===== config.mk =====
export PLATFORM = sky130hd
export DESIGN_NAME = mem_arbiter
export DESIGN_NICKNAME = d
export VERILOG_FILES = /design/src/rv_pkg.sv /design/src/mem_arbiter.sv
export SDC_FILE = /design/constraint.sdc
export NUM_CORES = 1
export LEC_CHECK = 0
export BUFFER_PORTS_ARGS = -buffer_cell sky130_fd_sc_hd__buf_2
export CAP_MARGIN = 20
export CORE_AREA = 2 2 96 98
export CTS_CLUSTER_SIZE = 28
export DETAILED_ROUTE_END_ITERATION = 10
export DIE_AREA = 0 0 98 100
export GPL_TIMING_DRIVEN = 0
export SLEW_MARGIN = 20
export SYNTH_ARGS = -nofsm -noshare
export SYNTH_HDL_FRONTEND = slang
export SYNTH_SLANG_ARGS = --single-unit

===== constraint.sdc =====
create_clock -name clk -period 2.2 [get_ports clk]
set_input_delay 0.55 -clock clk [delete_from_list [all_inputs] [get_ports clk]]
set_output_delay 0.55 -clock clk [all_outputs]
set_load 0.05 [all_outputs]

===== src/rv_pkg.sv =====
// shared widths and encodings; RV64I base integer only, with no W ops, CSRs or M extension
`default_nettype none

package rv_pkg;

	localparam int XLEN = 64;
	localparam int ADDR_W = 32; // byte address
	localparam int BE_W = XLEN / 8;
	localparam logic [ADDR_W-1:0] RESET_PC = '0;

	typedef enum logic [6:0] {
		LOAD   = 7'b0000011,
		OP_IMM = 7'b0010011,
		AUIPC  = 7'b0010111,
		STORE  = 7'b0100011,
		OP     = 7'b0110011,
		LUI    = 7'b0110111,
		BRANCH = 7'b1100011,
		JALR   = 7'b1100111,
		JAL    = 7'b1101111,
		SYSTEM = 7'b1110011
	} opcode_e;

	// load/store width codes
	localparam logic [2:0] F3_B = 3'd0;
	localparam logic [2:0] F3_H = 3'd1;
	localparam logic [2:0] F3_W = 3'd2;
	localparam logic [2:0] F3_D = 3'd3;
	localparam logic [2:0] F3_BU = 3'd4;
	localparam logic [2:0] F3_HU = 3'd5;
	localparam logic [2:0] F3_WU = 3'd6;

	localparam logic [2:0] F3_BEQ = 3'd0;
	localparam logic [2:0] F3_BNE = 3'd1;
	localparam logic [2:0] F3_BLT = 3'd4;
	localparam logic [2:0] F3_BGE = 3'd5;
	localparam logic [2:0] F3_BLTU = 3'd6;
	localparam logic [2:0] F3_BGEU = 3'd7;

	// OP and OP_IMM
	localparam logic [2:0] F3_ADD = 3'd0;
	localparam logic [2:0] F3_SLL = 3'd1;
	localparam logic [2:0] F3_SLT = 3'd2;
	localparam logic [2:0] F3_SLTU = 3'd3;
	localparam logic [2:0] F3_XOR = 3'd4;
	localparam logic [2:0] F3_SR = 3'd5;
	localparam logic [2:0] F3_OR = 3'd6;
	localparam logic [2:0] F3_AND = 3'd7;

	typedef enum logic [4:0] {
		ALU_ADD, ALU_SUB, ALU_SLL, ALU_SLT, ALU_SLTU, ALU_XOR, ALU_SRL, ALU_SRA, ALU_OR,
		ALU_AND, ALU_PASS_B, ALU_BEQ, ALU_BNE, ALU_BLT, ALU_BGE, ALU_BLTU, ALU_BGEU
	} alu_op_e;

	typedef enum logic {OP1_REG, OP1_PC} op1_sel_e;
	typedef enum logic [1:0] {OP2_REG, OP2_IMM, OP2_FOUR} op2_sel_e;

	typedef enum logic [1:0] {WAIT_INST, EXEC, MEM_WAIT, HALT} ctrl_state_e;

endpackage

`default_nettype wire


===== src/mem_arbiter.sv =====
// fixed priority, LSU over fetch; assumes read data one cycle after the strobe and no stalls
`default_nettype none
`timescale 1ns/1ps

module mem_arbiter (
	input  logic clk,
	input  logic arst_n,
	input  logic fetch_req,
	input  logic [rv_pkg::ADDR_W-1:0] fetch_addr,
	output logic fetch_gnt,
	output logic fetch_rvalid,
	input  logic lsu_req,
	input  logic lsu_we,
	input  logic [rv_pkg::ADDR_W-1:0] lsu_addr,
	input  logic [rv_pkg::BE_W-1:0] lsu_be,
	input  logic [rv_pkg::XLEN-1:0] lsu_wdata,
	output logic lsu_gnt,
	output logic lsu_rvalid,
	output logic mem_req,
	output logic mem_we,
	output logic [rv_pkg::ADDR_W-1:0] mem_addr,
	output logic [rv_pkg::BE_W-1:0] mem_be,
	output logic [rv_pkg::XLEN-1:0] mem_wdata
);
	import rv_pkg::*;

	logic rd_pend;
	logic rd_lsu; // owner of the read in flight

	assign lsu_gnt = lsu_req;
	assign fetch_gnt = fetch_req & ~lsu_req;
	assign mem_req = lsu_req | fetch_req;
	assign mem_we = lsu_req & lsu_we;
	assign mem_addr = lsu_req ? lsu_addr : fetch_addr;
	assign mem_be = lsu_req ? lsu_be : {BE_W{1'b1}};
	assign mem_wdata = lsu_wdata; // fetch never writes

	always_ff @(posedge clk or negedge arst_n) begin
		if (!arst_n) begin
			rd_pend <= 1'b0;
			rd_lsu <= 1'b0;
		end else begin
			rd_pend <= mem_req & ~mem_we;
			rd_lsu <= lsu_req;
		end
	end

	assign fetch_rvalid = rd_pend & ~rd_lsu;
	assign lsu_rvalid = rd_pend & rd_lsu;

endmodule

`default_nettype wire


==> metrics.md <==
| Metric | Value |
|---|---|
| Run status | `completed` |
| N_diodes | `0` |
| Postcts setup bufs | `0` |
| Largest net degree at the start of global routing | `11` |
| CP Data Required Time | `1.65 ns` |
| PD cells | `445 nW/um^2` |
| Total CTS buffers | `3` |
| Yosys warnings | `0` |
| RSZ-0062 raised after global routing | `no` |
| Synth top area share | `41.7%` |
| Reg clk slew, reported paths | `around 0.03 ns` |
| Hpwl dp | `3.94 mm` |
| P_leak | `1.41 nW` |
| Mean Syn Cell Area | `slightly below 10 sq um` |
| Slew HR | `around 80%` |
| Fraction of registers with async set/reset | `100%` |
| Worst endpoint data arrival time | `roughly 1.5 ns` |
| Core Region | `8890 sq um` |
| Cell taking the most area after synthesis | `buf_4` |
| CTS Sinks | `2` |
| Synth-to-layout area growth | `95.0%` |
| Initial antenna violation count | `0` |
| Critical path class | `in2out` |
| Top cells by area, synth | `buf_4, mux2_4, buf_12` |
| Fillers | `~950` |
| Via count | `1383` |
| Die span in x | `98 microns` |
| Worst ir drop on vdd | `0.000225 V` |
| CP Depth | `5` |
| CTS Hold Bufs | `0` |
| Netlist cell types | `12` |
| Overflow left after global routing | `0` |
| Layout cells sized above 1 | `94.5%` |
| Routed Antenna Nets | `0` |
| Vias in the first global route | `1117` |
| Max stage delay on crit path | `0.30 ns` |
| Cell breakdown of the critical path | `buf_2 -> buf_6 -> buf_12 -> mux2_4 -> buf_2` |
| Syn_nets | `260` |
| # rows | `35` |
| Crit path time final | `2.05 ns` |
| Seq cells post-synth | `2` |
| Worst slew pin tran | `0.283 ns` |
| # IOs | `251` |
| Final setup TNS | `0 ns` |
| Top Family by Delay on Critical Path | `buffers and inverters` |
| Gpl congestion | `0.744` |
| Post-synthesis sequential area ratio | `4.28%` |
| Final core utilization | `25.7%` |
| First-pass GRT wire length | `5.39 mm` |
| HP Class | `in2async` |
| Count leader, synth | `buf_4` |
| Maximum clock path buffer count | `2` |
| Post-CTS sizing | `0` |
| Max Clk Rate | `488 MHz` |
| Final slew viol count | `0` |
| CP Launch Type | `input port` |
| Drt first pass iters | `3` |
| WP buf/inv | `4` |
| Setup violations, final | `0` |
| Reg area | `50.0 sq um` |
| DRT iter0 DRCs | `7` |
| PortBufs | `186` |
| Crit-path slowest cell | `mux2_4` |
| Routed len/inst | `approximately 10 microns` |
| Final number of hold-violating endpoints | `0` |
| Cell Area, Synth | `about 1200 sq um` |
| Die area | `just under 10000 sq um` |
| DRC errors left | `0` |
| Most used flip-flop cell after synthesis | `dfrtp_1` |
| Top cell by count, worst path | `buf_2` |
| Nets | `451` |
| EDFF count, synth | `0` |
| CP endpoint kind | `primary output` |
| Initial Utilization | `13.2%` |
| CP max FO | `10` |
| Commonest cells in the netlist | `buf_4, mux2_4, nand2b_1, buf_12, mux2_2` |
| Root Buffer | `clkbuf_8` |
| Htree depth | `1` |
| MaxCap Viol Count | `0` |
| GRT Util Overall | `6.99%` |
| Period utilization | `a little over 90%` |
| Syn Inst Count | `about 120` |
| Die height | `100 microns` |
| CTS tree | `done` |
| Area occupied by multi-input gates | `552 sq um` |
| Via-per-instance ratio | `3.30` |
| WL final | `4.19 mm` |
## worst max-delay path by stage
stage                         to     from  slack, ns
floorplan              fetch_gnt  lsu_req       0.10
global placement    mem_addr[13]  lsu_req       0.13
detailed placement  mem_addr[13]  lsu_req       0.13
CTS                 mem_addr[13]  lsu_req       0.13
global route        mem_addr[12]  lsu_req       0.11
finish              mem_addr[13]  lsu_req       0.15
## cell families (layout without fill, tap and decap cells)
| kind of cell | Yosys count | after routing | share of synthesized area (%) |
|---|---|---|---|
| buf+inv | 71 | 260 | 48.6 |
| simple gates | 14 | 14 | 7.06 |
| flops | 2 | 2 | 4.28 |
| mux | 32 | 32 | 40.1 |
## routing by layer
metal,up-vias,wire length [microns],GRT usage (%)
met1,583,1490,8.55
met3,2,356,0.696
met4,0,39,3.21
met2,99,2300,12.4
li1,699,-,-
met5,-,0,0
## cell type report
cell class,instances,share of cell area (%)
Timing Repair Buffer,186,40.8
Buffer,70,24.7
Multi-Input combinational cell,46,24.2
Tap cell,111,6.09
Sequential cell,2,2.19
Clock buffer,3,1.81
Inverter,1,0.165
## power by group
group	internal, mW	leakage [nW]	total [mW]	switching (mW)
Clock	0.116	0.0216	0.143	0.0275
Sequential	0.0394	0.0230	0.0403	0.000857
Combinational	0.284	1.36	0.832	0.548
## cells in the final DEF, fill, tap and decap left out
| master | Yosys | final |
|---|---|---|
| buf_12 | 3 | 3 |
| and2_1 | 2 | 2 |
| buf_6 | 1 | 1 |
| inv_1 | 1 | 1 |
| dfrtp_1 | 2 | 2 |
| buf_2 | 1 | 187 |
| nand2b_1 | 8 | 8 |
| buf_4 | 65 | 65 |
| mux2_2 | 3 | 3 |
| mux2_4 | 29 | 29 |
| nor2b_1 | 2 | 2 |
| nor2_1 | 2 | 2 |
| clkbuf_8 | 0 | 3 |
## state kept, by name, summed over array words and instances, names as in the netlist
register / cells
rd_lsu: 1
rd_pend: 1
## stage by stage
step / hold WS, ns / worst slack (ns) / total power [mW] / instance area [sq um] / std cells
2_1_floorplan: 0.254 / 0.103 / 0.697 / 1170 / 119
3_3_place_gp: 0.336 / 0.133 / 0.875 / 2240 / 416
3_5_place_dp: 0.339 / 0.131 / 0.879 / 2240 / 416
4_1_cts: 0.116 / 0.131 / 1.03 / 2280 / 419
5_1_grt: 0.121 / 0.107 / 1.06 / 2280 / 419
6_report: 0.121 / 0.150 / 1.02 / 2280 / 419
(Power assumes the default switching activity.)
