<file path="src/rv_pkg.sv">
// shared widths and encodings; RV64I base integer only, with no W ops, CSRs or M extension
`default_nettype none

package rv_pkg;

	localparam int XLEN = 64;
	localparam int ADDR_W = 32; // byte address
	localparam int BE_W = XLEN / 8;
	localparam logic [ADDR_W-1:0] RESET_PC = '0;

	typedef enum logic [6:0] {
		LOAD   = 7'b0000011,
		OP_IMM = 7'b0010011,
		AUIPC  = 7'b0010111,
		STORE  = 7'b0100011,
		OP     = 7'b0110011,
		LUI    = 7'b0110111,
		BRANCH = 7'b1100011,
		JALR   = 7'b1100111,
		JAL    = 7'b1101111,
		SYSTEM = 7'b1110011
	} opcode_e;

	// load/store width codes
	localparam logic [2:0] F3_B = 3'd0;
	localparam logic [2:0] F3_H = 3'd1;
	localparam logic [2:0] F3_W = 3'd2;
	localparam logic [2:0] F3_D = 3'd3;
	localparam logic [2:0] F3_BU = 3'd4;
	localparam logic [2:0] F3_HU = 3'd5;
	localparam logic [2:0] F3_WU = 3'd6;

	localparam logic [2:0] F3_BEQ = 3'd0;
	localparam logic [2:0] F3_BNE = 3'd1;
	localparam logic [2:0] F3_BLT = 3'd4;
	localparam logic [2:0] F3_BGE = 3'd5;
	localparam logic [2:0] F3_BLTU = 3'd6;
	localparam logic [2:0] F3_BGEU = 3'd7;

	// OP and OP_IMM
	localparam logic [2:0] F3_ADD = 3'd0;
	localparam logic [2:0] F3_SLL = 3'd1;
	localparam logic [2:0] F3_SLT = 3'd2;
	localparam logic [2:0] F3_SLTU = 3'd3;
	localparam logic [2:0] F3_XOR = 3'd4;
	localparam logic [2:0] F3_SR = 3'd5;
	localparam logic [2:0] F3_OR = 3'd6;
	localparam logic [2:0] F3_AND = 3'd7;

	typedef enum logic [4:0] {
		ALU_ADD, ALU_SUB, ALU_SLL, ALU_SLT, ALU_SLTU, ALU_XOR, ALU_SRL, ALU_SRA, ALU_OR,
		ALU_AND, ALU_PASS_B, ALU_BEQ, ALU_BNE, ALU_BLT, ALU_BGE, ALU_BLTU, ALU_BGEU
	} alu_op_e;

	typedef enum logic {OP1_REG, OP1_PC} op1_sel_e;
	typedef enum logic [1:0] {OP2_REG, OP2_IMM, OP2_FOUR} op2_sel_e;

	typedef enum logic [1:0] {WAIT_INST, EXEC, MEM_WAIT, HALT} ctrl_state_e;

endpackage

`default_nettype wire

</file>
<file path="src/regfile.sv">
// 32 x XLEN registers, asynchronous read, x0 hardwired to zero
`default_nettype none
`timescale 1ns/1ps

module regfile (
	input  logic clk,
	input  logic arst_n,
	input  logic [4:0] rs1_addr,
	input  logic [4:0] rs2_addr,
	output logic [rv_pkg::XLEN-1:0] rs1_data,
	output logic [rv_pkg::XLEN-1:0] rs2_data,
	input  logic we,
	input  logic [4:0] rd_addr,
	input  logic [rv_pkg::XLEN-1:0] rd_data
);
	import rv_pkg::*;

	logic [XLEN-1:0] regs [0:31];

	always_ff @(posedge clk or negedge arst_n) begin
		if (!arst_n) begin
			for (int i = 0; i < 32; i++)
				regs[i] <= '0;
		end else if (we && rd_addr != 5'd0) begin
			regs[rd_addr] <= rd_data;
		end
	end

	assign rs1_data = (rs1_addr == 5'd0) ? '0 : regs[rs1_addr];
	assign rs2_data = (rs2_addr == 5'd0) ? '0 : regs[rs2_addr];

endmodule

`default_nettype wire

</file>
<file path="config.mk">
export PLATFORM = sky130hd
export DESIGN_NAME = regfile
export DESIGN_NICKNAME = d
export VERILOG_FILES = /design/src/rv_pkg.sv /design/src/regfile.sv
export SDC_FILE = /design/constraint.sdc
export NUM_CORES = 2
export LEC_CHECK = 0
export ABC_CLOCK_PERIOD_IN_PS = 6200
export BUFFER_PORTS_ARGS = -buffer_cell sky130_fd_sc_hd__buf_2
export CAP_MARGIN = 15
export CORE_MARGIN = 5
export CORE_UTILIZATION = 50
export DETAILED_ROUTE_END_ITERATION = 10
export PLACE_DENSITY_LB_ADDON = 0.2
export SLEW_MARGIN = 20
export SYNTH_ARGS = -nofsm -noshare
export SYNTH_HDL_FRONTEND = slang
export SYNTH_SLANG_ARGS = --single-unit
</file>
<file path="constraint.sdc">
create_clock -name clk -period 6.2 [get_ports clk]
set_input_delay 0.62 -clock clk [delete_from_list [all_inputs] [get_ports clk]]
set_output_delay 0.62 -clock clk [all_outputs]
set_load 0.02 [all_outputs]
</file>
==> impl_results.rst <==
.. list-table::
   :header-rows: 1

   * - Metric
     - Value
   * - Average vias per placed instance
     - 6.735
   * - Pre-CTS worst setup slack
     - 1.868 ns
   * - Signal arrival time at the worst endpoint
     - 3.74 ns
   * - Data required time at the worst endpoint
     - 5.58 ns
   * - DRC violation count after routing
     - 0
   * - Instance count of the mapped netlist
     - 6963
   * - Outcome
     - complete, no violations
   * - Worst-case clock skew
     - 0 ns
   * - Via count of the first global-routing pass
     - 69.74k
   * - Final Setup Violations
     - 0
   * - Average cell area after synthesis
     - 15.57 µm²
   * - Violation count after the first detailed-route iteration
     - 6158
   * - Clock tree from TritonCTS
     - done
   * - Netlist area before placement
     - 108400 µm²
   * - DRT antenna net count
     - 0
   * - Global-route wire length before repair
     - 492.8 mm
   * - Clock Latency Late Sink
     - 0.85 ns
   * - EDFF count, synth
     - 0
   * - Pwr Density
     - 332.5 nW/µm²
   * - Fraction of layout instances using a drive strength above 1
     - 54.26%
   * - Largest Register
     - regs
   * - Pin count of the biggest net entering global routing
     - 161
   * - Sequential share of the synthesized area
     - 47.27%
   * - Port-buffer cells
     - 209
   * - Transition time of the tightest slew-check pin
     - 1.209 ns
   * - Leading cell type in the layout, fill and taps excluded
     - sky130_fd_sc_hd__dfrtp_1
   * - Number of post-CTS setup repair buffers
     - 0
   * - All-Layer GR Usage
     - 29.74%
   * - Final TNS setup
     - 0 ns
   * - Synth Register Bits
     - 2048
   * - Setup crit start kind
     - input port
   * - Initial core utilization
     - 50.08%
   * - Leftover overflow at the end of global routing
     - 0
   * - Most frequent cells in the layout
     - sky130_fd_sc_hd__dfrtp_1, sky130_fd_sc_hd__mux2_2, sky130_fd_sc_hd__mux4_2
   * - Half-perimeter wire length of the detailed placement result
     - 183.5 mm
   * - Max reg flops
     - 2048
   * - Layout Area Growth over Synthesis
     - 10.00%
   * - Pre-Repair DR Iteration Count
     - 5
   * - Final-stage net count
     - 6836
   * - H-Tree Depth
     - 4
   * - Total number of clock tree sinks
     - 2048
   * - Maximum clock insertion buffer count
     - 3
   * - Maximum clock rate
     - 229.5 MHz
   * - Total via count after detailed routing
     - 66.05k
   * - Min Hold Slack
     - 0.3741 ns
   * - Maximum fanout encountered on the critical timing path
     - 64
   * - TritonCTS Buffers
     - 220
   * - Top flop regs
     - regs: 2048 flops
   * - Warnings, synthesis
     - 0
   * - Minimum period implied by the final worst setup slack
     - 4.357 ns
   * - IO Count
     - 210
   * - Setup slack of the critical path after layout
     - 1.843 ns
   * - Setup CP Type
     - in2out
   * - Worst hold path class
     - reg2reg
   * - Die W
     - 475.7 µm
   * - Flip-flop cell with the highest count after synthesis
     - sky130_fd_sc_hd__dfrtp_1
   * - Post-route fraction of the period consumed by the critical path
     - 70.28%
   * - Worst VDD drop
     - 290.9 µV
   * - Element type at the critical path end
     - output port
   * - Number of hold violations in the final report
     - 0
   * - Max transition margin
     - 19.40%
   * - Total nets after synthesis
     - 7045
   * - Clock transition at the registers of the reported paths
     - 0.06 ns
   * - Row cnt
     - 171
   * - Proportion of register bits with asynchronous set or reset after synthesis
     - 100.0%
   * - Static leakage
     - 52.08 nW
   * - Number of antenna violations at the first check in global routing
     - 29
   * - Wire length per cell after detailed routing
     - 34.24 µm
   * - Weighted congestion reported at the end of routability-driven placement
     - 0.7966
   * - Wire length reported by the detailed router
     - 335.7 mm
   * - Max-cap check violation count
     - 0
   * - Die boundary height
     - 475.7 µm
   * - Clk Tree Root Cell
     - sky130_fd_sc_hd__clkbuf_16
   * - Post-synth cell types
     - 48
   * - Max Slew Vio Count
     - 0
   * - Unrepaired setup endpoints after global routing
     - false
   * - DIE AREA
     - 226300 µm²
   * - Placeable core area
     - 216500 µm²
-- path summary, 6_finish.rpt --
kind                        startpoint           end  slack, ns  cells past startpoint
max                        rs1_addr[1]  rs1_data[13]       1.84                      7
min                         regs[1994]    regs[1994]       0.37                      0
max reg2reg                 regs[1649]    regs[1649]       5.38                      1
min reg2reg                 regs[1994]    regs[1994]       0.37                      0
max in group asynchronous       arst_n     regs[542]       4.07                      4
min in group asynchronous       arst_n    regs[1931]       0.42                      2
-- Yosys cell counts, drive strengths merged, types with 11 or more instances --
master	n	area, µm²
a31o	13	113.9
nand2	40	150.1
buf	373	1931
nor2	31	118.9
a22oi	26	195.2
nor4	13	96.34
a211oi	14	105.1
a21oi	13	65.06
a22o	11	96.34
o221ai	12	105.1
mux2	2022	22770
mux4	968	21800
nand2b	14	87.58
clkbuf	434	1629
mux2i	520	5205
a211o	13	113.9
dfrtp	2048	51250
o22a	17	148.9
or2	74	463.0
o22ai	182	1139
nor2b	39	244.0
nor3	21	125.1
-- worst max-delay path: stages --
cell                      delay [ns]
sky130_fd_sc_hd__buf_8          0.45
sky130_fd_sc_hd__buf_4          0.80
sky130_fd_sc_hd__nor2b_1        0.22
sky130_fd_sc_hd__a22oi_1        0.22
sky130_fd_sc_hd__a21oi_1        0.13
sky130_fd_sc_hd__nor4_1         0.83
sky130_fd_sc_hd__buf_2          0.32
-- repair_timing --
item                                   4_1_cts  5_1_grt
hold buffers                                 1        0
resized for setup                            0        0
endpoints found under the hold margin       92        0
-- cells by family after synthesis --
logic type	count (synthesis)	share of synthesized area, %
compound gates	328	2.136
buf+inv	807	3.283
flops	2048	47.27
mux	3510	45.91
simple gates	270	1.409
-- layer usage --
metal	global-route usage [%]	routed length (µm)	vias to the layer above
li1	-	-	26537
met1	41.22	140400	36566
met2	48.40	163000	2365
met3	4.692	20180	576
met4	10.02	12150	4
met5	0	21	-
-- where the power goes --
| part | switching (W) | internal, W |
|---|---|---|
| Sequential | 0.00184 | 0.0159 |
| Clock | 0.00571 | 0.00799 |
| Combinational | 0.00336 | 0.00485 |
| Total | 0.0109 | 0.0288 |
-- stage by stage --
| step | utilization, % | power, W | instance area [µm²] | instances |
|---|---|---|---|---|
| global placement | 51.61 | 0.02578 | 111700 | 9384 |
| detailed placement | 51.62 | 0.02614 | 111800 | 9385 |
| CTS | 55.07 | 0.03985 | 119200 | 9793 |
| global route | 55.08 | 0.04129 | 119300 | 9800 |
| floorplan | - | 0.02364 | 108400 | 6963 |
| finish | 55.08 | 0.03966 | 119300 | 9806 |
-- layout make-up --
class | instances | area (µm²)
Antenna cell | 13 | 32.53
Fill cell | 17240 | 97250
Clock buffer | 320 | 6332
Sequential cell | 2048 | 51250
Tap cell | 2854 | 3571
Clock inverter | 87 | 1127
Timing Repair Buffer | 376 | 3035
Multi-Input combinational cell | 4108 | 53920
(Power assumes the default switching activity.)
