[config.mk]
export PLATFORM = sky130hd
export DESIGN_NAME = lsu
export DESIGN_NICKNAME = d
export VERILOG_FILES = /design/src/rv_pkg.sv /design/src/lsu.sv
export SDC_FILE = /design/constraint.sdc
export NUM_CORES = 1
export LEC_CHECK = 0
export BUFFER_PORTS_ARGS = -buffer_cell sky130_fd_sc_hd__buf_4
export CAP_MARGIN = 40
export CELL_PAD_IN_SITES_DETAIL_PLACEMENT = 0
export CELL_PAD_IN_SITES_GLOBAL_PLACEMENT = 2
export CORE_ASPECT_RATIO = 0.8
export CORE_MARGIN = 1
export CORE_UTILIZATION = 26
export DETAILED_ROUTE_END_ITERATION = 8
export PLACE_DENSITY = 0.82
export SLEW_MARGIN = 30
export SYNTH_ARGS = -nofsm -noshare
export SYNTH_HDL_FRONTEND = slang
export SYNTH_SLANG_ARGS = --single-unit
[constraint.sdc]
create_clock -name clk -period 1.9 [get_ports clk]
set_input_delay 0.095 -clock clk [delete_from_list [all_inputs] [get_ports clk]]
set_output_delay 0.095 -clock clk [all_outputs]
set_load 0.01 [all_outputs]
[src/rv_pkg.sv]
// shared widths and encodings; RV64I base integer only, with no W ops, CSRs or M extension
`default_nettype none

package rv_pkg;

	localparam int XLEN = 64;
	localparam int ADDR_W = 32; // byte address
	localparam int BE_W = XLEN / 8;
	localparam logic [ADDR_W-1:0] RESET_PC = '0;

	typedef enum logic [6:0] {
		LOAD   = 7'b0000011,
		OP_IMM = 7'b0010011,
		AUIPC  = 7'b0010111,
		STORE  = 7'b0100011,
		OP     = 7'b0110011,
		LUI    = 7'b0110111,
		BRANCH = 7'b1100011,
		JALR   = 7'b1100111,
		JAL    = 7'b1101111,
		SYSTEM = 7'b1110011
	} opcode_e;

	// load/store width codes
	localparam logic [2:0] F3_B = 3'd0;
	localparam logic [2:0] F3_H = 3'd1;
	localparam logic [2:0] F3_W = 3'd2;
	localparam logic [2:0] F3_D = 3'd3;
	localparam logic [2:0] F3_BU = 3'd4;
	localparam logic [2:0] F3_HU = 3'd5;
	localparam logic [2:0] F3_WU = 3'd6;

	localparam logic [2:0] F3_BEQ = 3'd0;
	localparam logic [2:0] F3_BNE = 3'd1;
	localparam logic [2:0] F3_BLT = 3'd4;
	localparam logic [2:0] F3_BGE = 3'd5;
	localparam logic [2:0] F3_BLTU = 3'd6;
	localparam logic [2:0] F3_BGEU = 3'd7;

	// OP and OP_IMM
	localparam logic [2:0] F3_ADD = 3'd0;
	localparam logic [2:0] F3_SLL = 3'd1;
	localparam logic [2:0] F3_SLT = 3'd2;
	localparam logic [2:0] F3_SLTU = 3'd3;
	localparam logic [2:0] F3_XOR = 3'd4;
	localparam logic [2:0] F3_SR = 3'd5;
	localparam logic [2:0] F3_OR = 3'd6;
	localparam logic [2:0] F3_AND = 3'd7;

	typedef enum logic [4:0] {
		ALU_ADD, ALU_SUB, ALU_SLL, ALU_SLT, ALU_SLTU, ALU_XOR, ALU_SRL, ALU_SRA, ALU_OR,
		ALU_AND, ALU_PASS_B, ALU_BEQ, ALU_BNE, ALU_BLT, ALU_BGE, ALU_BLTU, ALU_BGEU
	} alu_op_e;

	typedef enum logic {OP1_REG, OP1_PC} op1_sel_e;
	typedef enum logic [1:0] {OP2_REG, OP2_IMM, OP2_FOUR} op2_sel_e;

	typedef enum logic [1:0] {WAIT_INST, EXEC, MEM_WAIT, HALT} ctrl_state_e;

endpackage

`default_nettype wire

[src/lsu.sv]
// aligned accesses only; request held until granted, load data shifted down from its byte lane
`default_nettype none
`timescale 1ns/1ps

module lsu (
	input  logic clk,
	input  logic arst_n,
	input  logic mem_start,
	input  logic is_store,
	input  logic [1:0] mem_size,
	input  logic mem_ext_un,
	input  logic [rv_pkg::ADDR_W-1:0] addr,
	input  logic [rv_pkg::XLEN-1:0] store_data,
	output logic lsu_req,
	output logic lsu_we,
	output logic [rv_pkg::ADDR_W-1:0] lsu_addr,
	output logic [rv_pkg::BE_W-1:0] lsu_be,
	output logic [rv_pkg::XLEN-1:0] lsu_wdata,
	input  logic lsu_gnt,
	input  logic lsu_rvalid,
	input  logic [rv_pkg::XLEN-1:0] rdata,
	output logic mem_done,
	output logic [rv_pkg::XLEN-1:0] load_data
);
	import rv_pkg::*;

	logic [1:0] size_q;
	logic un_q;
	logic [BE_W-1:0] size_mask;
	logic [XLEN-1:0] shifted;

	always_comb begin
		case (mem_size)
			F3_B[1:0]: size_mask = 8'h01;
			F3_H[1:0]: size_mask = 8'h03;
			F3_W[1:0]: size_mask = 8'h0f;
			default: size_mask = {BE_W{1'b1}}; // doubleword
		endcase
	end

	always_ff @(posedge clk or negedge arst_n) begin
		if (!arst_n) begin
			lsu_req <= 1'b0;
			lsu_we <= 1'b0;
		end else if (mem_start) begin
			lsu_req <= 1'b1;
			lsu_we <= is_store;
		end else if (lsu_gnt) begin
			lsu_req <= 1'b0;
		end
	end

	always_ff @(posedge clk) begin
		if (mem_start) begin
			lsu_addr <= addr;
			lsu_be <= size_mask << addr[2:0];
			lsu_wdata <= store_data << {addr[2:0], 3'b000};
			size_q <= mem_size;
			un_q <= mem_ext_un;
		end
	end

	assign mem_done = (lsu_gnt & lsu_we) | lsu_rvalid; // store done at grant
	assign shifted = rdata >> {lsu_addr[2:0], 3'b000};

	always_comb begin
		case (size_q)
			F3_B[1:0]: load_data = {{(XLEN-8){~un_q & shifted[7]}}, shifted[7:0]};
			F3_H[1:0]: load_data = {{(XLEN-16){~un_q & shifted[15]}}, shifted[15:0]};
			F3_W[1:0]: load_data = {{(XLEN-32){~un_q & shifted[31]}}, shifted[31:0]};
			F3_D[1:0]: load_data = shifted;
			default: load_data = shifted;
		endcase
	end

endmodule

`default_nettype wire

==> flow_summary.json <==
{
  "overflow": 0,
  "top_usage_layer": "met2",
  "violations": "setup timing",
  "clk_path_buf_depth": 2,
  "drt_iter0_drc": 489,
  "cpPeakStageDelay_ns": 0.52,
  "ys_warn_count": 0,
  "postSynthAreaPerCell_sq_um": 11.3,
  "worst_pin_slew_ns": 0.789,
  "dieArea_sq_um": 30200,
  "hpwl_um": 22300,
  "cts_sinks": 109,
  "gp_congestion": 0.898,
  "arrival_ns": 2.40,
  "min_period_ns": 2.50,
  "setup_viol": 64,
  "critPathRequiredTime_ns": 1.80,
  "power_mw": 7.93,
  "hp-class": "input port to flop",
  "drive_gt1_frac": 0.535,
  "ys_types": 46,
  "crit_path_cell_trace": "buf_6 -> mux2_4 -> mux4_2 -> nand3b_4 -> buf_12 -> o2111ai_1 -> buf_4",
  "place.port_buffers": 339,
  "cts-htree-levels": 3,
  "synth_edf_count": 107,
  "rsz0062_at_grt": "yes",
  "powerDensity_nw_per_um2": 634,
  "relSlewSlack": 0.473,
  "track_usage": 0.185,
  "ys_seq_area_frac": 0.425,
  "fin_skew_ns": 0,
  "critPathKind": "flop to primary output",
  "start_util": 0.268,
  "drv_slew": 0,
  "yosysTopAreaCell": "edfxtp_1",
  "cap_viol_max_count": 0,
  "antenna_left": 0,
  "netlist.area_leader.share": 0.419,
  "rows": 55,
  "end_kind": "primary output",
  "die_w_um": 194,
  "period_share": 1.32,
  "syn-cell-area_sq_um": 7670,
  "wire_per_inst_um": 19.9,
  "clk_pin_slew_worst_paths_ns": 0.08,
  "vdd_drop_max_v": 0.000450,
  "synth_cells": 680,
  "via_per_inst": 4.94,
  "die_h_um": 156,
  "cts_root_buffer": "clkbuf_16",
  "cts_tree": "built",
  "ys.flop_type": "edfxtp_1",
  "fmax_mhz": 400,
  "finalHoldViolCount": 0,
  "cp_max_fo": 15,
  "grt_start_max_net_pins": 55,
  "grt_pass1_vias": 7174,
  "synthTopCellsByArea": "edfxtp_1 (42%), mux2i_1 (13%), mux4_2 (6.5%), mux2_2 (5.0%), nand4_2 (4.2%)",
  "cp-start-kind": "flop",
  "async_flop_share": 0.0183,
  "drt-pass1-iter-count": 4,
  "use_met1": 0.243,
  "hold_ws_ns": 0.0213,
  "synth_nets": 849,
  "run_status": "finished, violations left",
  "critical-path-slowest-cell": "mux4_2",
  "drt_wl_total_um": 29100,
  "drcViolationCount": 0,
  "via_count": 7240,
  "cts_buffers": 9,
  "core_sq_um": 28600,
  "fillCellCount": 2773,
  "met3_usage": 0.0560,
  "gr-usage-met2": 0.295,
  "clk_latency_ns": 0.35,
  "antenna_found_initial": 1,
  "leakage_nw": 5.44,
  "ys_seq_elements": 109,
  "worst_slack_ns": -0.599,
  "nets": 1258,
  "io_pins": 340,
  "syn2layout_area_growth_pct": 62.9,
  "grt_first_pass_wirelength_um": 43000
}
-- cell usage in the layout, fill, tap and decap left out, types with 10 or more instances in the layout --
cell	instances
nor2b_1	21
mux2_2	28
nand2_1	73
nor2_1	43
mux4_2	22
buf_4	372
mux2i_1	88
edfxtp_1	107
nand4_2	20
o22ai_1	17
buf_6	42
o2bb2ai_1	15
dlygate4sd3_1	33
a21oi_1	19
buf_12	15
mux2_4	10
clkbuf_16	11
o21ai_0	34
-- timing repair --
item | 4_1_cts | 5_1_grt
hold buffers | 33 | 0
setup endpoints to repair | 64 | 64
resized for setup | 62 | 54
endpoints found under the hold margin | 34 | 0
buffers inserted | 10 | 4
pin swaps | 0 | 4
cloned | 3 | 2
-- critical path: cells and delay by family (launching register included) --
kind / cells / cell delay (ns)
compound gates: 1 / 0.14
buf+inv: 3 / 0.52
flops: 1 / 0.39
mux: 2 / 0.82
simple gates: 1 / 0.18
-- area by class of cell --
class,count,area (sq um),area share
clock inverters,6,45.0,0.00360
multi-input cells,497,4370,0.350
diodes,1,2.50,0.000200
repair buffers,471,4110,0.329
clock buffers,10,239,0.0191
inverters,1,3.75,0.000300
well taps,370,463,0.0370
flip-flops and latches,109,3260,0.261
-- cell usage after synthesis (15+ instances only) --
master     instances
mux4_2            22
nand4_2           26
nor2_1            43
mux2i_1          102
o22ai_1           17
mux2_2            34
nor2b_1           22
edfxtp_1         107
clkbuf_1          25
a21oi_1           20
buf_2             26
buf_1             15
nand2_1           74
o21ai_0           37
o2bb2ai_1         15
-- routing by layer --
layer,vias up,part of all wire,wire [um]
li1,3434,-,-
met1,3545,0.44,12700
met2,230,0.47,13700
met3,31,0.071,2070
met4,0,0.021,618
met5,-,0,0
-- registers in the layout (all words and copies together) (netlist names) --
| signal | count |
|---|---|
| lsu_wdata | 64 |
| size_q | 2 |
| lsu_we | 1 |
| lsu_be | 8 |
| lsu_addr | 32 |
| lsu_req | 1 |
| un_q | 1 |
-- where the power goes --
| group | leakage (nW) | total (mW) | switching [mW] | internal (mW) |
|---|---|---|---|---|
| clock network | 0.143 | 1.85 | 0.911 | 0.937 |
| logic | 4.24 | 3.12 | 1.41 | 1.70 |
| registers | 1.06 | 2.96 | 0.0808 | 2.88 |
| total | 5.44 | 7.93 | 2.41 | 5.52 |
-- through the flow --
step | TNS, ns | util | setup WS, ns | std cells | cell area (sq um)
5_1_grt | -37.93 | 0.436 | -0.669 | 1464 | 12500
3_3_place_gp | -7.73 | 0.388 | -0.188 | 1396 | 11100
2_1_floorplan | -4.95 | - | -0.0987 | 680 | 7730
4_1_cts | -33.56 | 0.424 | -0.594 | 1458 | 12100
6_report | -33.74 | 0.437 | -0.599 | 1465 | 12500
3_5_place_dp | -9.13 | 0.388 | -0.200 | 1396 | 11100
-- logic make-up (layout without fill, tap and decap cells) --
group | count (synthesis) | after routing | share of synthesized area
flip-flops | 109 | 109 | 0.425
other | 0 | 1 | 0
AO/OA/AOI/OAI | 137 | 137 | 0.118
AND/OR/NAND/NOR | 198 | 198 | 0.150
multiplexers | 162 | 162 | 0.255
buffers and inverters | 74 | 488 | 0.0512
-- final timing paths --
kind / start / to / slack, ns / cells after the start
max: lsu_addr[0] / load_data[21] / -0.60 / 7
min: lsu_gnt / lsu_req / 0.02 / 3
max reg2reg: lsu_we / lsu_we / 1.12 / 1
min reg2reg: lsu_req / lsu_req / 0.50 / 1
max in group asynchronous: arst_n / lsu_req / 1.74 / 2
min in group asynchronous: arst_n / lsu_we / 0.07 / 2
No activity file was read; power rests on OpenSTA's default activity.
