===== config.mk =====
export PLATFORM = sky130hd
export DESIGN_NAME = exec_ctrl
export DESIGN_NICKNAME = d
export VERILOG_FILES = /design/src/rv_pkg.sv /design/src/exec_ctrl.sv
export SDC_FILE = /design/constraint.sdc
export NUM_CORES = 1
export LEC_CHECK = 0
export ABC_AREA = 1
export BUFFER_PORTS_ARGS = -buffer_cell sky130_fd_sc_hd__buf_2
export CELL_PAD_IN_SITES_DETAIL_PLACEMENT = 1
export CELL_PAD_IN_SITES_GLOBAL_PLACEMENT = 2
export CORE_AREA = 2 2 230 232
export CTS_CLUSTER_SIZE = 30
export DETAILED_ROUTE_END_ITERATION = 7
export DIE_AREA = 0 0 232 234
export PLACE_DENSITY_LB_ADDON = 0.1
export SLEW_MARGIN = 20
export SYNTH_ARGS = -nofsm -noshare
export SYNTH_HDL_FRONTEND = slang
export SYNTH_SLANG_ARGS = --single-unit

===== constraint.sdc =====
create_clock -name clk -period 4.2 [get_ports clk]
set_input_delay 0.63 -clock clk [delete_from_list [all_inputs] [get_ports clk]]
set_output_delay 0.63 -clock clk [all_outputs]
set_load 0.01 [all_outputs]

===== src/rv_pkg.sv =====
// shared widths and encodings; RV64I base integer only, with no W ops, CSRs or M extension
`default_nettype none

package rv_pkg;

	localparam int XLEN = 64;
	localparam int ADDR_W = 32; // byte address
	localparam int BE_W = XLEN / 8;
	localparam logic [ADDR_W-1:0] RESET_PC = '0;

	typedef enum logic [6:0] {
		LOAD   = 7'b0000011,
		OP_IMM = 7'b0010011,
		AUIPC  = 7'b0010111,
		STORE  = 7'b0100011,
		OP     = 7'b0110011,
		LUI    = 7'b0110111,
		BRANCH = 7'b1100011,
		JALR   = 7'b1100111,
		JAL    = 7'b1101111,
		SYSTEM = 7'b1110011
	} opcode_e;

	// load/store width codes
	localparam logic [2:0] F3_B = 3'd0;
	localparam logic [2:0] F3_H = 3'd1;
	localparam logic [2:0] F3_W = 3'd2;
	localparam logic [2:0] F3_D = 3'd3;
	localparam logic [2:0] F3_BU = 3'd4;
	localparam logic [2:0] F3_HU = 3'd5;
	localparam logic [2:0] F3_WU = 3'd6;

	localparam logic [2:0] F3_BEQ = 3'd0;
	localparam logic [2:0] F3_BNE = 3'd1;
	localparam logic [2:0] F3_BLT = 3'd4;
	localparam logic [2:0] F3_BGE = 3'd5;
	localparam logic [2:0] F3_BLTU = 3'd6;
	localparam logic [2:0] F3_BGEU = 3'd7;

	// OP and OP_IMM
	localparam logic [2:0] F3_ADD = 3'd0;
	localparam logic [2:0] F3_SLL = 3'd1;
	localparam logic [2:0] F3_SLT = 3'd2;
	localparam logic [2:0] F3_SLTU = 3'd3;
	localparam logic [2:0] F3_XOR = 3'd4;
	localparam logic [2:0] F3_SR = 3'd5;
	localparam logic [2:0] F3_OR = 3'd6;
	localparam logic [2:0] F3_AND = 3'd7;

	typedef enum logic [4:0] {
		ALU_ADD, ALU_SUB, ALU_SLL, ALU_SLT, ALU_SLTU, ALU_XOR, ALU_SRL, ALU_SRA, ALU_OR,
		ALU_AND, ALU_PASS_B, ALU_BEQ, ALU_BNE, ALU_BLT, ALU_BGE, ALU_BLTU, ALU_BGEU
	} alu_op_e;

	typedef enum logic {OP1_REG, OP1_PC} op1_sel_e;
	typedef enum logic [1:0] {OP2_REG, OP2_IMM, OP2_FOUR} op2_sel_e;

	typedef enum logic [1:0] {WAIT_INST, EXEC, MEM_WAIT, HALT} ctrl_state_e;

endpackage

`default_nettype wire


===== src/exec_ctrl.sv =====
// one instruction at a time; a store retires at issue, a load keeps its word until writeback
`default_nettype none
`timescale 1ns/1ps

module exec_ctrl (
	input  logic clk,
	input  logic arst_n,
	input  logic rd_w_ena,
	input  logic [rv_pkg::XLEN-1:0] imm,
	input  rv_pkg::op1_sel_e op1_sel,
	input  rv_pkg::op2_sel_e op2_sel,
	input  logic branch,
	input  logic jump,
	input  logic pc_src,
	input  logic mem_r_ena,
	input  logic mem_w_ena,
	input  logic sys_halt,
	input  logic inst_valid,
	input  logic [rv_pkg::ADDR_W-1:0] pc,
	output logic inst_take,
	input  logic [rv_pkg::XLEN-1:0] rs1_data,
	input  logic [rv_pkg::XLEN-1:0] rs2_data,
	output logic [rv_pkg::XLEN-1:0] alu_a,
	output logic [rv_pkg::XLEN-1:0] alu_b,
	input  logic [rv_pkg::XLEN-1:0] alu_result,
	input  logic alu_taken,
	output logic rf_we,
	output logic [rv_pkg::XLEN-1:0] rf_wdata,
	output logic redirect,
	output logic [rv_pkg::ADDR_W-1:0] redirect_pc,
	output logic mem_start,
	input  logic mem_done,
	input  logic [rv_pkg::XLEN-1:0] load_data,
	output logic halted
);
	import rv_pkg::*;

	ctrl_state_e state;
	ctrl_state_e state_nxt;
	logic ld_q; // MEM_WAIT is for a load
	logic in_exec;
	logic ld_done;
	logic [XLEN-1:0] pc_x;
	logic [XLEN-1:0] target;

	assign pc_x = {{(XLEN-ADDR_W){1'b0}}, pc};
	assign in_exec = (state == EXEC);
	assign ld_done = (state == MEM_WAIT) & ld_q & mem_done;

	assign alu_a = (op1_sel == OP1_PC) ? pc_x : rs1_data;

	always_comb begin
		case (op2_sel)
			OP2_REG: alu_b = rs2_data;
			OP2_FOUR: alu_b = XLEN'(4);
			default: alu_b = imm;
		endcase
	end

	assign target = pc_src ? ((rs1_data + imm) & ~XLEN'(1)) : pc_x + imm;
	assign redirect = in_exec & (jump | (branch & alu_taken));
	assign redirect_pc = target[ADDR_W-1:0];
	assign mem_start = in_exec & (mem_r_ena | mem_w_ena);
	assign inst_take = (in_exec & ~sys_halt & ~mem_r_ena & ~redirect) | ld_done;
	assign rf_we = (in_exec & rd_w_ena & ~mem_r_ena) | ld_done;
	assign rf_wdata = (state == MEM_WAIT) ? load_data : alu_result;
	assign halted = (state == HALT);

	always_comb begin
		state_nxt = state;
		case (state)
			WAIT_INST: begin
				if (inst_valid)
					state_nxt = EXEC;
			end
			EXEC: begin
				if (sys_halt)
					state_nxt = HALT;
				else if (mem_r_ena || mem_w_ena)
					state_nxt = MEM_WAIT;
				else
					state_nxt = WAIT_INST;
			end
			MEM_WAIT: begin
				if (mem_done)
					state_nxt = WAIT_INST;
			end
			HALT: state_nxt = HALT; // until reset
			default: state_nxt = WAIT_INST;
		endcase
	end

	always_ff @(posedge clk or negedge arst_n) begin
		if (!arst_n) begin
			state <= WAIT_INST;
			ld_q <= 1'b0;
		end else begin
			state <= state_nxt;
			if (mem_start)
				ld_q <= mem_r_ena;
		end
	end

endmodule

`default_nettype wire


==> results of run 1 <==
[routing by layer]
layer,vias up,GRT usage
li1,5772,-
met1,5126,0.220
met2,272,0.331
met3,29,0.0184
met4,6,0.0232
met5,-,0
[worst min path at each step]
| stage | from | end | slack [ns] | depth (start not counted) |
|---|---|---|---|---|
| finish | arst_n | ld_q$_DFFE_PN0P_ | 0.20 | 1 |
| floorplan | arst_n | ld_q$_DFFE_PN0P_ | 0.33 | 0 |
| detailed placement | arst_n | ld_q$_DFFE_PN0P_ | 0.44 | 1 |
| global placement | arst_n | state[0]$_DFFE_PN0P_ | 0.44 | 1 |
| global route | arst_n | ld_q$_DFFE_PN0P_ | 0.21 | 1 |
| CTS | arst_n | ld_q$_DFFE_PN0P_ | 0.20 | 1 |
[registers in the layout, indices dropped and copies added (netlist names)]
| name | count |
|---|---|
| state | 2 |
| ld_q | 1 |
[worst max-delay path, stage by stage]
cell and delay, ns:
buf_2 0.12, ha_1 0.27, fa_1 0.44, nand3_1 0.12
nand3_2 0.11, nand2_1 0.08, nand2_1 0.09, nand2_1 0.09
nand2_2 0.07, o21ai_0 0.18, inv_1 0.06, nand2_1 0.06
o21ai_0 0.18, buf_2 0.20
[placed cells by master (no fill, tap or decap), types with 4 or more instances in the layout]
cell / Yosys / routed
nor2_2: 4 / 4
nand2_2: 16 / 16
o21ai_0: 33 / 33
nand2_1: 663 / 663
mux2_2: 33 / 33
buf_4: 0 / 10
buf_2: 15 / 595
nand3b_1: 5 / 5
a22o_1: 63 / 63
inv_1: 274 / 274
nand3_1: 73 / 73
nand4_1: 6 / 6
nor3_1: 5 / 5
o21bai_1: 5 / 5
ha_1: 61 / 61
nor2_1: 121 / 119
xor2_1: 6 / 6
a21oi_1: 56 / 56
nand3_2: 6 / 6
[layout make-up]
| class | instances | area, sq um |
|---|---|---|
| clock buffer | 4 | 78.8 |
| inverter | 275 | 1030 |
| sequential | 3 | 75.1 |
| timing repair buffer | 606 | 3070 |
| antenna | 1 | 2.50 |
| fill | 6999 | 40900 |
| multi-input combinational | 1175 | 5990 |
| tap | 688 | 861 |
[through the flow]
step                cell area (sq um)  hold WS [ns]
global placement                11000         0.436
CTS                             11100         0.205
global route                    11100         0.207
detailed placement              11000         0.437
floorplan                        7270         0.334
finish                          11100         0.203
[cells by family (layout without fill, tap and decap cells)]
logic type / Yosys count / in the layout / synth area share
flip-flops: 3 / 3 / 0.0103
AND/OR/NAND/NOR: 905 / 905 / 0.500
AO/OA/AOI/OAI: 165 / 165 / 0.150
adder cells (fa/ha/maj): 63 / 63 / 0.111
buffers and inverters: 314 / 885 / 0.167
multiplexers: 33 / 33 / 0.0511
other: 0 / 1 / 0
XOR/XNOR: 9 / 9 / 0.0108
[power by group]
part / total [uW] / switching, uW / internal (uW)
Combinational: 2400 / 1530 / 868
Sequential: 56.8 / 13.4 / 43.4
Clock: 151 / 25.9 / 125
Total: 2610 / 1570 / 1040
==> results.ini, run 1 <==
[global_routing]
grt_overflow=0
grt_pass1_vias=11400
antenna_found_initial=5
grt_max_degree=66
grt_pass1_wl_um=71900
grt.total_usage=0.176

[logic_synthesis]
synth_seq_cells=3
synth_nets=1922
synth_edf_count=0
ys_top_cells_by_count=nand2_1, inv_1, nor2_1
ys_top_cells_by_area=nand2_1, inv_1, ha_1
yosysWarnings=0
yosysMostFrequentCell=nand2_1
synth_top_area_cell=nand2_1
async_flop_share=1.00
synthFlopType=dfrtp_1
synth_top_area_share=0.342
ys_seq_area_frac=0.0103
syn_area_sq_um=7270
synth.avg_cell_area_sq_um=4.87
yosys.cell_types.count=36
syn_inst=1492

[critical_path]
rr_endpoint=ld_q$_DFFE_PN0P_
r2r_slack_ns=2.88
required_ns=3.57
crit_path_start_kind=primary input
crit_end=redirect_pc[14]
path_max_fanout=4
worstSetupEndpointType=output pin
critPathLaunch=imm[0]
reg2reg_from=state[0]$_DFFE_PN0P_
criticalPathCategory=primary input to output pin
crit_arrival_ns=2.72
reg2reg_depth=5

[place]
dp_slack_ns=0.848
io_buffers=595
dp_hpwl_um=45800
gp_congestion=0.915
dp.cells=2747

[outcome]
outcome=completed

[sta]
min_period_ns=3.35
worstMarginPinSlew_ns=1.01
fmax_ghz=0.298
slew_headroom=0.327
setup_viol=0
hold_viol=0
grt_setup_unrepaired=no
skew_ns=0.000335
drv_slew=0
tns_ns=0
fin_crit_sh=0.798
setup_slack_ns=0.850

[drt]
wl_per_cell_um=18.6
wl_met2_um=26100
via_count=11200
ant_nets=0
firstDrtPassIters=4
drt_iter0_drc=339
dr.max_layer_used=met5
met1_length_um=22200
wirelength_um=51100
met3_length_um=2250
drc=0
viasPerCell=4.07

[clock_tree]
cts_buffers=3
cts_max_path_buffers=2
cts_resized=0
clk_pin_slew_ns=0.03
post_cts.repair.setup_buffers=0
numClockSinks=3
cts_htree_levels=1
cts_root_buf=clkbuf_16
worstSkewPairLatency_ns=0.22
ctsHoldBuffers=0
cts_tree=done

[floorplan]
die_h_um=234
initial_utilization=0.140
die_w_um=232
boundaryPins=596
die_area_sq_um=54300
rows=84
core_area_sq_um=52000

[power_and_ir_drop]
cellLeakagePower_uw=0.00731
p_total_uw=2610
power_density_nw_per_um2=235
ir_worst_vdd_v=0.000254

[layout]
final_core_util=0.214
layout-drive-gt1-share=0.326
nNetsFinal=2494
area_delta_synth_final_pct=52.9
stdcell_count=2752

[job]
maxCapViolCount=0

[hold_path]
holdCritPathClass=primary input to async pin

Power figures use the tool's default switching activity.
==> inputs of run 2 (changes only) <==
--- a/config.mk
+++ b/config.mk
@@ -9,10 +9,10 @@
 export BUFFER_PORTS_ARGS = -buffer_cell sky130_fd_sc_hd__buf_2
 export CELL_PAD_IN_SITES_DETAIL_PLACEMENT = 1
 export CELL_PAD_IN_SITES_GLOBAL_PLACEMENT = 2
-export CORE_AREA = 2 2 230 232
+export CORE_AREA = 2 2 229 231
 export CTS_CLUSTER_SIZE = 30
 export DETAILED_ROUTE_END_ITERATION = 7
-export DIE_AREA = 0 0 232 234
+export DIE_AREA = 0 0 231 233
 export PLACE_DENSITY_LB_ADDON = 0.1
 export SLEW_MARGIN = 20
 export SYNTH_ARGS = -nofsm -noshare
==> constraint.sdc (replaced) <==
create_clock -name clk -period 3.1 [get_ports clk]
set_input_delay 0.465 -clock clk [delete_from_list [all_inputs] [get_ports clk]]
set_output_delay 0.465 -clock clk [all_outputs]
set_load 0.01 [all_outputs]
==> run 2 against run 1 <==
Compared with the run above:
- global-route usage rose by 0.62 points
- worst setup slack lost 0.64 ns
- wire length rose by 2.1%
- clock-buffer cell count stayed put
- clock skew about the same
- flip-flop and latch count unchanged
- design area is 1.4% higher
- non-clock buffer count increased by 15
- core utilization increased by 0.70 points
==> results.ini, run 2 (synthesis gave the netlist of run 1 again) <==
[global_routing]
grt.total_usage=0.183
grt_overflow=0
grt_pass1_vias=11600
grt_pass1_wl_um=74400
grt_max_degree=66
antenna_found_initial=9

[drt]
drc=0
viasPerCell=4.07
wirelength_um=52200
drt_iter0_drc=407
firstDrtPassIters=4
via_count=11200
ant_nets=0
wl_per_cell_um=18.9

[critical_path]
required_ns=2.63
criticalPathCategory=primary input to output pin
crit_arrival_ns=2.43
r2r_slack_ns=1.79
crit_path_start_kind=primary input
path_max_fanout=4
worstSetupEndpointType=output pin

[clock_tree]
cts_buffers=3
ctsHoldBuffers=0
cts_max_path_buffers=2
cts_htree_levels=1
cts_tree=done
clk_pin_slew_ns=0.03
cts_root_buf=clkbuf_16
worstSkewPairLatency_ns=0.22
numClockSinks=3

[place]
dp_slack_ns=0.0851
dp_hpwl_um=46700
io_buffers=595
place_area_sq_um=11200
gp_congestion=0.890

[sta]
min_period_ns=2.89
hold_viol=0
setup_slack_ns=0.205
tns_ns=0
slew_headroom=0.539
skew_ns=0.000467
worstMarginPinSlew_ns=0.691
setup_viol=0
drv_slew=0
fmax_ghz=0.345
fin_crit_sh=0.934
grt_setup_unrepaired=no
hold_slack_ns=0.0418

[power_and_ir_drop]
combPwrFrac=0.922
power_density_nw_per_um2=321
switchingPower_uw=2180
pwr-share-seq=0.022
power.share.clock=0.056
p_sw_frac=0.602
ir_worst_vdd_v=0.000176
cellLeakagePower_uw=0.00740
intPower_uw=1440

[layout]
largest_register_ff_count=2
mostFrequentLayoutCells=nand2_1, buf_2, inv_1, nor2_1, nand3_1
nNetsFinal=2509
reg_top3=state x2, ld_q x1
area_delta_synth_final_pct=55.1
mostFrequentLayoutCell=nand2_1
n_fill_cell=6887
final_core_util=0.221
top_register=state
finalInstanceArea_sq_um=11300
layout-drive-gt1-share=0.333
regArea_sq_um=75.1
multiInputGateArea_sq_um=6000

[outcome]
outcome=completed

[job]
maxCapViolCount=0

[hold_path]
holdCritPathClass=primary input to async pin

[floorplan]
initial_utilization=0.142
die_area_sq_um=53800
core_area_sq_um=51100
rows=83
die_h_um=233
boundaryPins=596
die_w_um=231

## run 2: critical path: stages
cell and delay, ns:
buf_2 0.12, ha_2 0.22, fa_1 0.41, nand3_1 0.11
nand3_2 0.12, nand2_1 0.09, nand2_1 0.10, nand2_1 0.10
nand2_2 0.09, o21ai_0 0.16, inv_1 0.06, nand2_1 0.07
o21ai_0 0.14, buf_2 0.18
## run 2: layout make-up
class | instances | share of cell area
diodes | 3 | 0.000666
inverters | 275 | 0.0916
clock buffers | 4 | 0.00699
well taps | 680 | 0.0755
repair buffers | 621 | 0.286
flip-flops and latches | 3 | 0.00666
multi-input cells | 1175 | 0.533
## run 2: final timing paths
path                                 startpoint              endpoint  cells past startpoint
min in group clk                       sys_halt  state[1]$_DFFE_PN0P_                      3
max in group asynchronous                arst_n      ld_q$_DFFE_PN0P_                      1
max reg2reg                state[0]$_DFFE_PN0P_      ld_q$_DFFE_PN0P_                      5
min                                      arst_n  state[1]$_DFFE_PN0P_                      1
min reg2reg                    ld_q$_DFFE_PN0P_      ld_q$_DFFE_PN0P_                      1
max                                      imm[0]       redirect_pc[14]                     14
## run 2: through the flow
step                cells  power (uW)
floorplan            1492        1890
global placement     2753        3500
detailed placement   2753        3500
CTS                  2757        3720
global route         2760        4040
finish               2761        3620
## run 2: metal layers
layer | track usage | share of wire | routed length [um] | vias up
li1 | - | - | - | 5797
met4 | 0.0163 | 0.0073 | 381 | 2
met2 | 0.344 | 0.51 | 26700 | 265
met3 | 0.0208 | 0.040 | 2100 | 20
met5 | 0 | 0.00025 | 13 | -
met1 | 0.228 | 0.44 | 23000 | 5160
## run 2: power groups by stage
| stage | Combinational [uW] | Sequential [uW] | Clock [uW] |
|---|---|---|---|
| 6_report | 3340 | 78.3 | 203 |
| 5_1_grt | 3750 | 81.9 | 213 |
| 4_1_cts | 3430 | 78.0 | 208 |
| 3_5_place_dp | 3420 | 77.5 | 0 |
| 3_3_place_gp | 3420 | 77.1 | 0 |
| 2_1_floorplan | 1820 | 69.8 | 0 |
## run 2: repair_timing
item | 4_1_cts | 5_1_grt
endpoints found under the setup margin | 0 | 4
buffers inserted | 0 | 1
gates resized for setup | 0 | 4
